===== config.mk =====
export PLATFORM = sky130hd
export DESIGN_NAME = ooo_exec_top
export DESIGN_NICKNAME = d
export VERILOG_FILES = /design/src/ooo_pkg.sv /design/src/ooo_exec_top.sv /design/src/exec_unit.sv /design/src/reservation_station.sv
export SDC_FILE = /design/constraint.sdc
export NUM_CORES = 2
export LEC_CHECK = 0
export BUFFER_PORTS_ARGS = -buffer_cell sky130_fd_sc_hd__buf_2
export CAP_MARGIN = 5
export CORE_MARGIN = 2
export CORE_UTILIZATION = 40
export DETAILED_ROUTE_END_ITERATION = 16
export PLACE_DENSITY = 0.6
export SLEW_MARGIN = 20
export SYNTH_ARGS = -nofsm -noshare
export SYNTH_HDL_FRONTEND = slang
export SYNTH_HIERARCHICAL = 1
export SYNTH_SLANG_ARGS = --single-unit

===== constraint.sdc =====
create_clock -name clk_i -period 13.2 [get_ports clk_i]
set_clock_uncertainty 0.05 [all_clocks]
set_input_delay 1.98 -clock clk_i [delete_from_list [all_inputs] [get_ports clk_i]]
set_output_delay 1.98 -clock clk_i [all_outputs]
set_load 0.01 [all_outputs]

===== src/ooo_pkg.sv =====
package ooo_pkg;

    // ------------------------------------------------------------
    // Widths and sizes
    // ------------------------------------------------------------

    // Operand and result width
    localparam int DATA_W = 32;
    // ROB tag width, 16 tags in flight
    localparam int ROB_TAG_W = 4;
    // Station depth and index width
    localparam int RS_SIZE = 4;
    localparam int RS_IDX_W = 2;
    // Shift amount comes from low bits of operand 2
    localparam int SHAMT_W = 5;

    // Multiplier retires 4 multiplier bits per step, 8 steps in total
    localparam int MUL_STEP_W = 4;
    localparam int MUL_STEPS = 8;
    localparam int MUL_CNT_W = 3;

    // ------------------------------------------------------------
    // Plain vector types
    // ------------------------------------------------------------

    typedef logic [DATA_W-1:0] data_t;
    typedef logic [ROB_TAG_W-1:0] rob_tag_t;
    typedef logic [RS_IDX_W-1:0] rs_idx_t;

    // Integer ops handled by the execution unit
    typedef enum logic [2:0] {
        OP_ADD,
        OP_SUB,
        OP_AND,
        OP_OR,
        OP_XOR,
        OP_SLL,
        OP_SRL,
        OP_MUL
    } alu_op_e;

    // ------------------------------------------------------------
    // Bus structs
    // ------------------------------------------------------------

    // Renamed instruction into the station
    // A set wait bit means the value field is a don't-care
    typedef struct packed {
        logic     valid;
        alu_op_e  op;
        data_t    v1;
        logic     q1_wait;
        rob_tag_t q1;
        data_t    v2;
        logic     q2_wait;
        rob_tag_t q2;
        rob_tag_t rob_tag;
    } dispatch_t;

    // Ready instruction towards the execution unit
    typedef struct packed {
        logic     valid;
        alu_op_e  op;
        data_t    v1;
        data_t    v2;
        rob_tag_t rob_tag;
    } issue_t;

    // Common data bus, single-cycle broadcast
    typedef struct packed {
        logic     valid;
        rob_tag_t rob_tag;
        data_t    data;
    } result_t;

endpackage

===== src/ooo_exec_top.sv =====
`timescale 1ns/1ns

module ooo_exec_top import ooo_pkg::*; (
    input  logic      clk_i,
    input  logic      rst_ni,
    input  logic      flush_i,
    // Renamed instructions in
    input  dispatch_t dispatch_i,
    output logic      dispatch_ready_o,
    // Broadcast towards the ROB
    output result_t   cdb_o
);

    // Station to execution unit
    issue_t  rs_issue;
    logic    exec_ready;

    // CDB, looped back for wake-up
    result_t cdb;

    // ------------------------------------------------------------
    // Reservation station
    // ------------------------------------------------------------

    reservation_station u_rs (
        .clk_i            (clk_i),
        .rst_ni           (rst_ni),
        .flush_i          (flush_i),
        .dispatch_i       (dispatch_i),
        .dispatch_ready_o (dispatch_ready_o),
        .result_i         (cdb),
        .issue_o          (rs_issue),
        .issue_ready_i    (exec_ready)
    );

    // ------------------------------------------------------------
    // Execution unit
    // ------------------------------------------------------------

    exec_unit u_exec (
        .clk_i         (clk_i),
        .rst_ni        (rst_ni),
        .flush_i       (flush_i),
        .issue_i       (rs_issue),
        .issue_ready_o (exec_ready),
        .cdb_o         (cdb)
    );

    assign cdb_o = cdb;

endmodule


===== src/exec_unit.sv =====
`timescale 1ns/1ns

module exec_unit import ooo_pkg::*; (
    input  logic    clk_i,
    input  logic    rst_ni,
    input  logic    flush_i,
    // From the station
    input  issue_t  issue_i,
    output logic    issue_ready_o,
    // CDB out
    output result_t cdb_o
);

    typedef enum logic {
        MUL_IDLE,
        MUL_RUN
    } mul_state_e;

    // Stage 1 operands
    logic     s1_valid_r;
    alu_op_e  s1_op_r;
    data_t    s1_a_r;
    data_t    s1_b_r;
    rob_tag_t s1_tag_r;

    // Stage 2, the CDB register
    logic     cdb_valid_r;
    rob_tag_t cdb_tag_r;
    data_t    cdb_data_r;

    // Multiplier datapath
    mul_state_e           mul_state_r, mul_state_ns;
    logic [MUL_CNT_W-1:0] mul_cnt_r, mul_cnt_ns;
    data_t                mul_mcand_r;
    data_t                mul_mplier_r;
    data_t                mul_acc_r;
    rob_tag_t             mul_tag_r;
    data_t                mul_pp_c;

    logic  do_issue_c;
    logic  alu_issue_c;
    logic  mul_start_c;
    logic  mul_done_c;
    data_t alu_res_c;

    // ------------------------------------------------------------
    // Issue handshake
    // ------------------------------------------------------------

    // Stall issue for the whole multiply
    assign issue_ready_o = (mul_state_r == MUL_IDLE);

    assign do_issue_c  = issue_i.valid && issue_ready_o;
    assign alu_issue_c = do_issue_c && (issue_i.op != OP_MUL);
    assign mul_start_c = do_issue_c && (issue_i.op == OP_MUL);

    // ------------------------------------------------------------
    // ALU, stage 2 logic
    // ------------------------------------------------------------

    always_comb begin : proc_alu
        case (s1_op_r)
            OP_ADD:  alu_res_c = s1_a_r + s1_b_r;
            OP_SUB:  alu_res_c = s1_a_r - s1_b_r;
            OP_AND:  alu_res_c = s1_a_r & s1_b_r;
            OP_OR:   alu_res_c = s1_a_r | s1_b_r;
            OP_XOR:  alu_res_c = s1_a_r ^ s1_b_r;
            OP_SLL:  alu_res_c = s1_a_r << s1_b_r[SHAMT_W-1:0];
            OP_SRL:  alu_res_c = s1_a_r >> s1_b_r[SHAMT_W-1:0];
            // Never enters stage 1
            default: alu_res_c = '0;
        endcase
    end

    // ------------------------------------------------------------
    // Shift-add multiplier
    // ------------------------------------------------------------

    // Partial product of one multiplier nibble, low 32 bits only
    assign mul_pp_c   = mul_mcand_r * data_t'(mul_mplier_r[MUL_STEP_W-1:0]);
    assign mul_done_c = (mul_state_r == MUL_RUN) &&
                        (mul_cnt_r == MUL_CNT_W'(MUL_STEPS - 1));

    always_comb begin : proc_mul_fsm
        mul_state_ns = mul_state_r;
        mul_cnt_ns   = mul_cnt_r;
        case (mul_state_r)
            MUL_IDLE: begin
                if (mul_start_c) begin
                    mul_state_ns = MUL_RUN;
                    mul_cnt_ns   = '0;
                end
            end
            MUL_RUN: begin
                if (mul_done_c) begin
                    mul_state_ns = MUL_IDLE;
                end else begin
                    mul_cnt_ns = mul_cnt_r + 1'b1;
                end
            end
            default: mul_state_ns = MUL_IDLE;
        endcase
    end

    // ------------------------------------------------------------
    // Registers
    // ------------------------------------------------------------

    always_ff @(posedge clk_i or negedge rst_ni) begin : proc_ctrl_regs
        if (!rst_ni) begin
            s1_valid_r  <= 1'b0;
            cdb_valid_r <= 1'b0;
            mul_state_r <= MUL_IDLE;
            mul_cnt_r   <= '0;
        end else if (flush_i) begin
            s1_valid_r  <= 1'b0;
            cdb_valid_r <= 1'b0;
            mul_state_r <= MUL_IDLE;
            mul_cnt_r   <= '0;
        end else begin
            s1_valid_r  <= alu_issue_c;
            // Multiply never overlaps a stage 1 op, issue is stalled
            cdb_valid_r <= mul_done_c || s1_valid_r;
            mul_state_r <= mul_state_ns;
            mul_cnt_r   <= mul_cnt_ns;
        end
    end

    always_ff @(posedge clk_i) begin : proc_data_regs
        if (alu_issue_c) begin
            s1_op_r  <= issue_i.op;
            s1_a_r   <= issue_i.v1;
            s1_b_r   <= issue_i.v2;
            s1_tag_r <= issue_i.rob_tag;
        end
        // Final step folds in the last partial product
        if (mul_done_c) begin
            cdb_tag_r  <= mul_tag_r;
            cdb_data_r <= mul_acc_r + mul_pp_c;
        end else if (s1_valid_r) begin
            cdb_tag_r  <= s1_tag_r;
            cdb_data_r <= alu_res_c;
        end
        if (mul_start_c) begin
            mul_mcand_r  <= issue_i.v1;
            mul_mplier_r <= issue_i.v2;
            mul_acc_r    <= '0;
            mul_tag_r    <= issue_i.rob_tag;
        end else if (mul_state_r == MUL_RUN) begin
            mul_acc_r    <= mul_acc_r + mul_pp_c;
            mul_mcand_r  <= mul_mcand_r << MUL_STEP_W;
            mul_mplier_r <= mul_mplier_r >> MUL_STEP_W;
        end
    end

    assign cdb_o.valid   = cdb_valid_r;
    assign cdb_o.rob_tag = cdb_tag_r;
    assign cdb_o.data    = cdb_data_r;

endmodule


===== src/reservation_station.sv =====
`timescale 1ns/1ns

module reservation_station import ooo_pkg::*; (
    input  logic      clk_i,
    input  logic      rst_ni,
    input  logic      flush_i,
    // Dispatch side
    input  dispatch_t dispatch_i,
    output logic      dispatch_ready_o,
    // CDB snoop
    input  result_t   result_i,
    // Issue side
    output issue_t    issue_o,
    input  logic      issue_ready_i
);

    // Per-entry payload, only meaningful while busy
    typedef struct packed {
        alu_op_e  op;
        data_t    v1;
        rob_tag_t q1;
        data_t    v2;
        rob_tag_t q2;
        rob_tag_t rob_tag;
    } rs_payload_t;

    // Control state
    logic [RS_SIZE-1:0] busy_r, busy_ns;
    logic [RS_SIZE-1:0] q1_wait_r, q1_wait_ns;
    logic [RS_SIZE-1:0] q2_wait_r, q2_wait_ns;

    // Payload storage
    rs_payload_t [RS_SIZE-1:0] ent_r, ent_ns;

    logic [RS_SIZE-1:0] ready_c;
    rs_idx_t            alloc_idx_c;
    rs_idx_t            issue_idx_c;
    logic               any_free_c;
    logic               any_ready_c;
    logic               do_dispatch_c;
    logic               do_issue_c;
    logic               disp_hit1_c;
    logic               disp_hit2_c;

    // ------------------------------------------------------------
    // Allocation and issue select
    // ------------------------------------------------------------

    // Entry may issue once both operands are present
    assign ready_c = busy_r & ~q1_wait_r & ~q2_wait_r;

    // Lowest free slot, scanned top down so index 0 wins
    always_comb begin : proc_alloc_sel
        alloc_idx_c = '0;
        any_free_c  = 1'b0;
        for (int i = RS_SIZE - 1; i >= 0; i--) begin
            if (!busy_r[i]) begin
                alloc_idx_c = rs_idx_t'(i);
                any_free_c  = 1'b1;
            end
        end
    end

    // Lowest ready entry
    always_comb begin : proc_issue_sel
        issue_idx_c = '0;
        any_ready_c = 1'b0;
        for (int i = RS_SIZE - 1; i >= 0; i--) begin
            if (ready_c[i]) begin
                issue_idx_c = rs_idx_t'(i);
                any_ready_c = 1'b1;
            end
        end
    end

    assign dispatch_ready_o = any_free_c;

    assign issue_o.valid   = any_ready_c;
    assign issue_o.op      = ent_r[issue_idx_c].op;
    assign issue_o.v1      = ent_r[issue_idx_c].v1;
    assign issue_o.v2      = ent_r[issue_idx_c].v2;
    assign issue_o.rob_tag = ent_r[issue_idx_c].rob_tag;

    assign do_dispatch_c = dispatch_i.valid && any_free_c;
    assign do_issue_c    = any_ready_c && issue_ready_i;

    // Incoming operand already on the CDB this cycle
    assign disp_hit1_c = result_i.valid && dispatch_i.q1_wait &&
                         (dispatch_i.q1 == result_i.rob_tag);
    assign disp_hit2_c = result_i.valid && dispatch_i.q2_wait &&
                         (dispatch_i.q2 == result_i.rob_tag);

    // ------------------------------------------------------------
    // Next state
    // ------------------------------------------------------------

    always_comb begin : proc_next_state
        busy_ns    = busy_r;
        q1_wait_ns = q1_wait_r;
        q2_wait_ns = q2_wait_r;
        ent_ns     = ent_r;

        // Issued entry frees up for the next cycle
        if (do_issue_c) begin
            busy_ns[issue_idx_c] = 1'b0;
        end

        // CDB wake-up of waiting operands
        if (result_i.valid) begin
            for (int i = 0; i < RS_SIZE; i++) begin
                if (busy_r[i] && q1_wait_r[i] && (ent_r[i].q1 == result_i.rob_tag)) begin
                    ent_ns[i].v1  = result_i.data;
                    q1_wait_ns[i] = 1'b0;
                end
                if (busy_r[i] && q2_wait_r[i] && (ent_r[i].q2 == result_i.rob_tag)) begin
                    ent_ns[i].v2  = result_i.data;
                    q2_wait_ns[i] = 1'b0;
                end
            end
        end

        // New entry, never overlaps a busy slot
        if (do_dispatch_c) begin
            busy_ns[alloc_idx_c]        = 1'b1;
            ent_ns[alloc_idx_c].op      = dispatch_i.op;
            ent_ns[alloc_idx_c].q1      = dispatch_i.q1;
            ent_ns[alloc_idx_c].q2      = dispatch_i.q2;
            ent_ns[alloc_idx_c].rob_tag = dispatch_i.rob_tag;
            // Same-cycle forward from the CDB
            ent_ns[alloc_idx_c].v1 = disp_hit1_c ? result_i.data : dispatch_i.v1;
            ent_ns[alloc_idx_c].v2 = disp_hit2_c ? result_i.data : dispatch_i.v2;
            q1_wait_ns[alloc_idx_c] = dispatch_i.q1_wait && !disp_hit1_c;
            q2_wait_ns[alloc_idx_c] = dispatch_i.q2_wait && !disp_hit2_c;
        end
    end

    // ------------------------------------------------------------
    // Registers
    // ------------------------------------------------------------

    always_ff @(posedge clk_i or negedge rst_ni) begin : proc_ctrl_regs
        if (!rst_ni) begin
            busy_r    <= '0;
            q1_wait_r <= '0;
            q2_wait_r <= '0;
        end else if (flush_i) begin
            // Drop everything, including a same-cycle dispatch
            busy_r    <= '0;
            q1_wait_r <= '0;
            q2_wait_r <= '0;
        end else begin
            busy_r    <= busy_ns;
            q1_wait_r <= q1_wait_ns;
            q2_wait_r <= q2_wait_ns;
        end
    end

    always_ff @(posedge clk_i) begin : proc_payload_regs
        ent_r <= ent_ns;
    end

endmodule


==> qor.yml <==
status: "completed"
min_path_type: "flop to flop"
synth.cell_area_um2: 34600
hold_path_depth: 2
layout_common_cells: "nand2_1, dfxtp_1, inv_1"
crit_arrival_ns: 5.89
cp_max_fo: 47
worst_r2r_endpoint: "u_exec/cdb_data_r[30]"
maxCapViolCount: 0
drt_pass1_iterations: 6
synth_edf_count: 235
holdPathEnd: "u_exec/mul_acc_r[1]"
cp_slowest_cell: "nor3_2"
synth_top_family_by_area: "compound AO/OA/AOI/OAI gates"
synth_top_area_share_pct: 20.4
cts_buffer_depth: 3
nets: 3827
ant_nets: 0
start_util_pct: 40.5
ys_top_cells_by_area: "edfxtp_1, dfxtp_1, o221a_2, fa_1, ha_1"
synth-simple-area-share_pct: 14.0
die-area_um2: 89000
max_freq_ghz: 0.182
max_slew_margin_pct: 19.4
cp-end-kind: "flop"
grt_first_pass_wirelength_um: 193000
ctsHtreeMaxLevel: 2
min_period_over_period_pct: 41.6
ys.flop_type: "dfxtp_1"
async_flop_share_pct: 3.33
drtIter0Drc: 3154
power_density_nw_per_um2: 173
num_rows: 107
grt_max_degree: 73
path_cells: "buf_4 > buf_4 > nor3_2 > and4b_1 > nand2_1 > o21ai_0 > xnor2_1 > ha_1 > nand4_1 > or3_1 > a211oi_1 > nor2_1 > a2111oi_0 > mux2_2 > o211ai_1"
grt_antenna_before_repair: 17
critPathMostFrequentCell: "buf_4"
areaGrowthSynthToFinish_pct: 9.28
synth_seq_cells: 541
avgSynthCellArea_um2: 9.74
io_buffers: 122
viasPerCell: 6.18
postCtsSetupBuffers: 0
worst_pin_slew_ns: 1.20
vdd_drop_max_mv: 0.155
critical_path.startpoint: "u_exec/s1_b_r[1]"
place.gp.congestion: 1.03
cp-start-kind: "flop"
synth_cell_type_count: 101
period_needed_ns: 5.50
die_y_um: 298
syn_nets: 3861
core-area_um2: 85500
wire_per_inst_um: 27.7
rr_startpoint: "u_exec/s1_b_r[1]"
drc: 0
cts.sinks: 541
numCtsBuffers: 59
rr_worst_depth: 15
via_count: 29159
routed_wl_um: 131000
post_cts_resized: 0
cts_tree: "built"
rsz0062_at_grt: "no"
clk_latency_ns: 0.64
leakage_nw: 15.0
boundaryPins: 123
hp-start: "u_exec/mul_acc_r[1]"
setup_viol: 0
drive_above_1_share_pct: 15.4
tns_ns: 0
final_common_cell: "nand2_1"
die_w_um: 298
synthXorXnorAreaFrac_pct: 3.26
synthMuxAreaShare_pct: 4.73
dpl.hpwl_um: 92600
synth_area_leader_cell: "edfxtp_1"
crit_required_ns: 13.59
ys_warn_count: 6
cts_hold_buf: 0
post-route-util_pct: 44.3
finalHoldViolations: 0
synth_fa_ha_area_share_pct: 9.87
cts_root_buf: "clkbuf_16"
synth_compound_area_share_pct: 23.3
drv_slew: 0
path_class: "flop to flop"
gr-usage-all-layers_pct: 28.7
clk_pin_slew_ns: 0.06
syn_inst: 3555
ys_seq_area_share_pct: 38.3
r2r_slack_ns: 7.70
slowest_delay_ns: 0.71
grt_overflow: 0
n_fill_cell: 8239
grt_pass1_vias: 28167
per-layer routing:
metal  part of all wire, %  vias to the layer above  global-route usage (%)
met2                    44                     1502                    44.1
li1                      -                    12900                       -
met5                  0.11                        -                       0
met4                   3.4                       22                    9.75
met3                    10                      245                    6.72
met1                    42                    14490                    39.6
logic make-up (layout without fill, tap and decap cells):
group,count (synthesis),in the layout
AOI/OAI and AO/OA,1064,1064
DFF,541,541
muxes,111,111
and+or+nand+nor,960,960
xor gates and xnor gates,128,128
adders and majority gates,221,221
buffers and inverters,530,547
other,0,5
worst max-delay path: cells and delay by family (launching register included):
kind                       cells  cell delay, ns
DFF                            1            0.35
and+or+nand+nor                6            2.09
buffers and inverters          2            0.64
AOI/OAI and AO/OA              4            1.07
adders and majority gates      1            0.49
muxes                          1            0.40
xor gates and xnor gates       1            0.18
stage by stage:
stage	cell area, um2	power, mW	worst slack [ns]	instances	hold slack, ns
2_1_floorplan	34600	4.01	8.55	3555	0.389
3_3_place_gp	36000	4.90	7.80	4604	0.401
3_5_place_dp	36000	4.90	7.78	4604	0.407
4_1_cts	37800	6.51	7.76	4716	0.422
5_1_grt	37900	6.87	7.42	4719	0.447
6_report	37900	6.55	7.70	4721	0.415
worst max path at each step:
| stage | endpoint | cells past startpoint |
|---|---|---|
| 6_report | u_exec/cdb_data_r[30] | 15 |
| 5_1_grt | u_exec/cdb_data_r[31] | 14 |
| 4_1_cts | u_exec/cdb_data_r[31] | 14 |
| 3_5_place_dp | u_exec/cdb_data_r[31] | 14 |
| 3_3_place_gp | u_exec/cdb_data_r[31] | 14 |
| 2_1_floorplan | u_exec/cdb_data_r[26] | 17 |
power by group:
group / internal (mW) / switching (mW) / leakage [nW] / total, mW
clock: 0.904 / 0.709 / 0.930 / 1.61
combinational: 1.00 / 1.61 / 9.24 / 2.62
sequential: 2.05 / 0.266 / 4.81 / 2.32
total: 3.96 / 2.59 / 15.0 / 6.55
layout make-up:
| type | count | area (um2) | share of cell area (%) |
|---|---|---|---|
| tap | 1144 | 1430 | 3.78 |
| clock buffer | 84 | 1670 | 4.41 |
| multi-input combinational | 2484 | 19200 | 50.8 |
| inverter | 256 | 967 | 2.55 |
| antenna | 5 | 12.5 | 0.0331 |
| timing repair buffer | 179 | 1040 | 2.74 |
| clock inverter | 28 | 216 | 0.572 |
| sequential | 541 | 13300 | 35.1 |
synth_stat cells, drive strengths merged, types with 11 or more instances:
cell type  number
nand2b        191
nor2          138
nor2b          13
mux2i          49
fa             87
xnor2          96
and2          128
a31oi          19
o211ai         12
nand4          13
o221a         193
o21a           41
nor3           37
o22ai          79
edfxtp        235
a22oi         175
clkbuf        122
nand3          51
inv           254
o22a           38
a211oi         21
xor2           32
or3            15
dfxtp         288
a21oi         155
a221o          12
a221oi         15
buf           152
mux4           40
a21o           25
o221ai         11
dfrtp          18
nand2         328
o21ai         176
ha            134
mux2           22
Note: power is estimated with default switching activity, not from simulation.
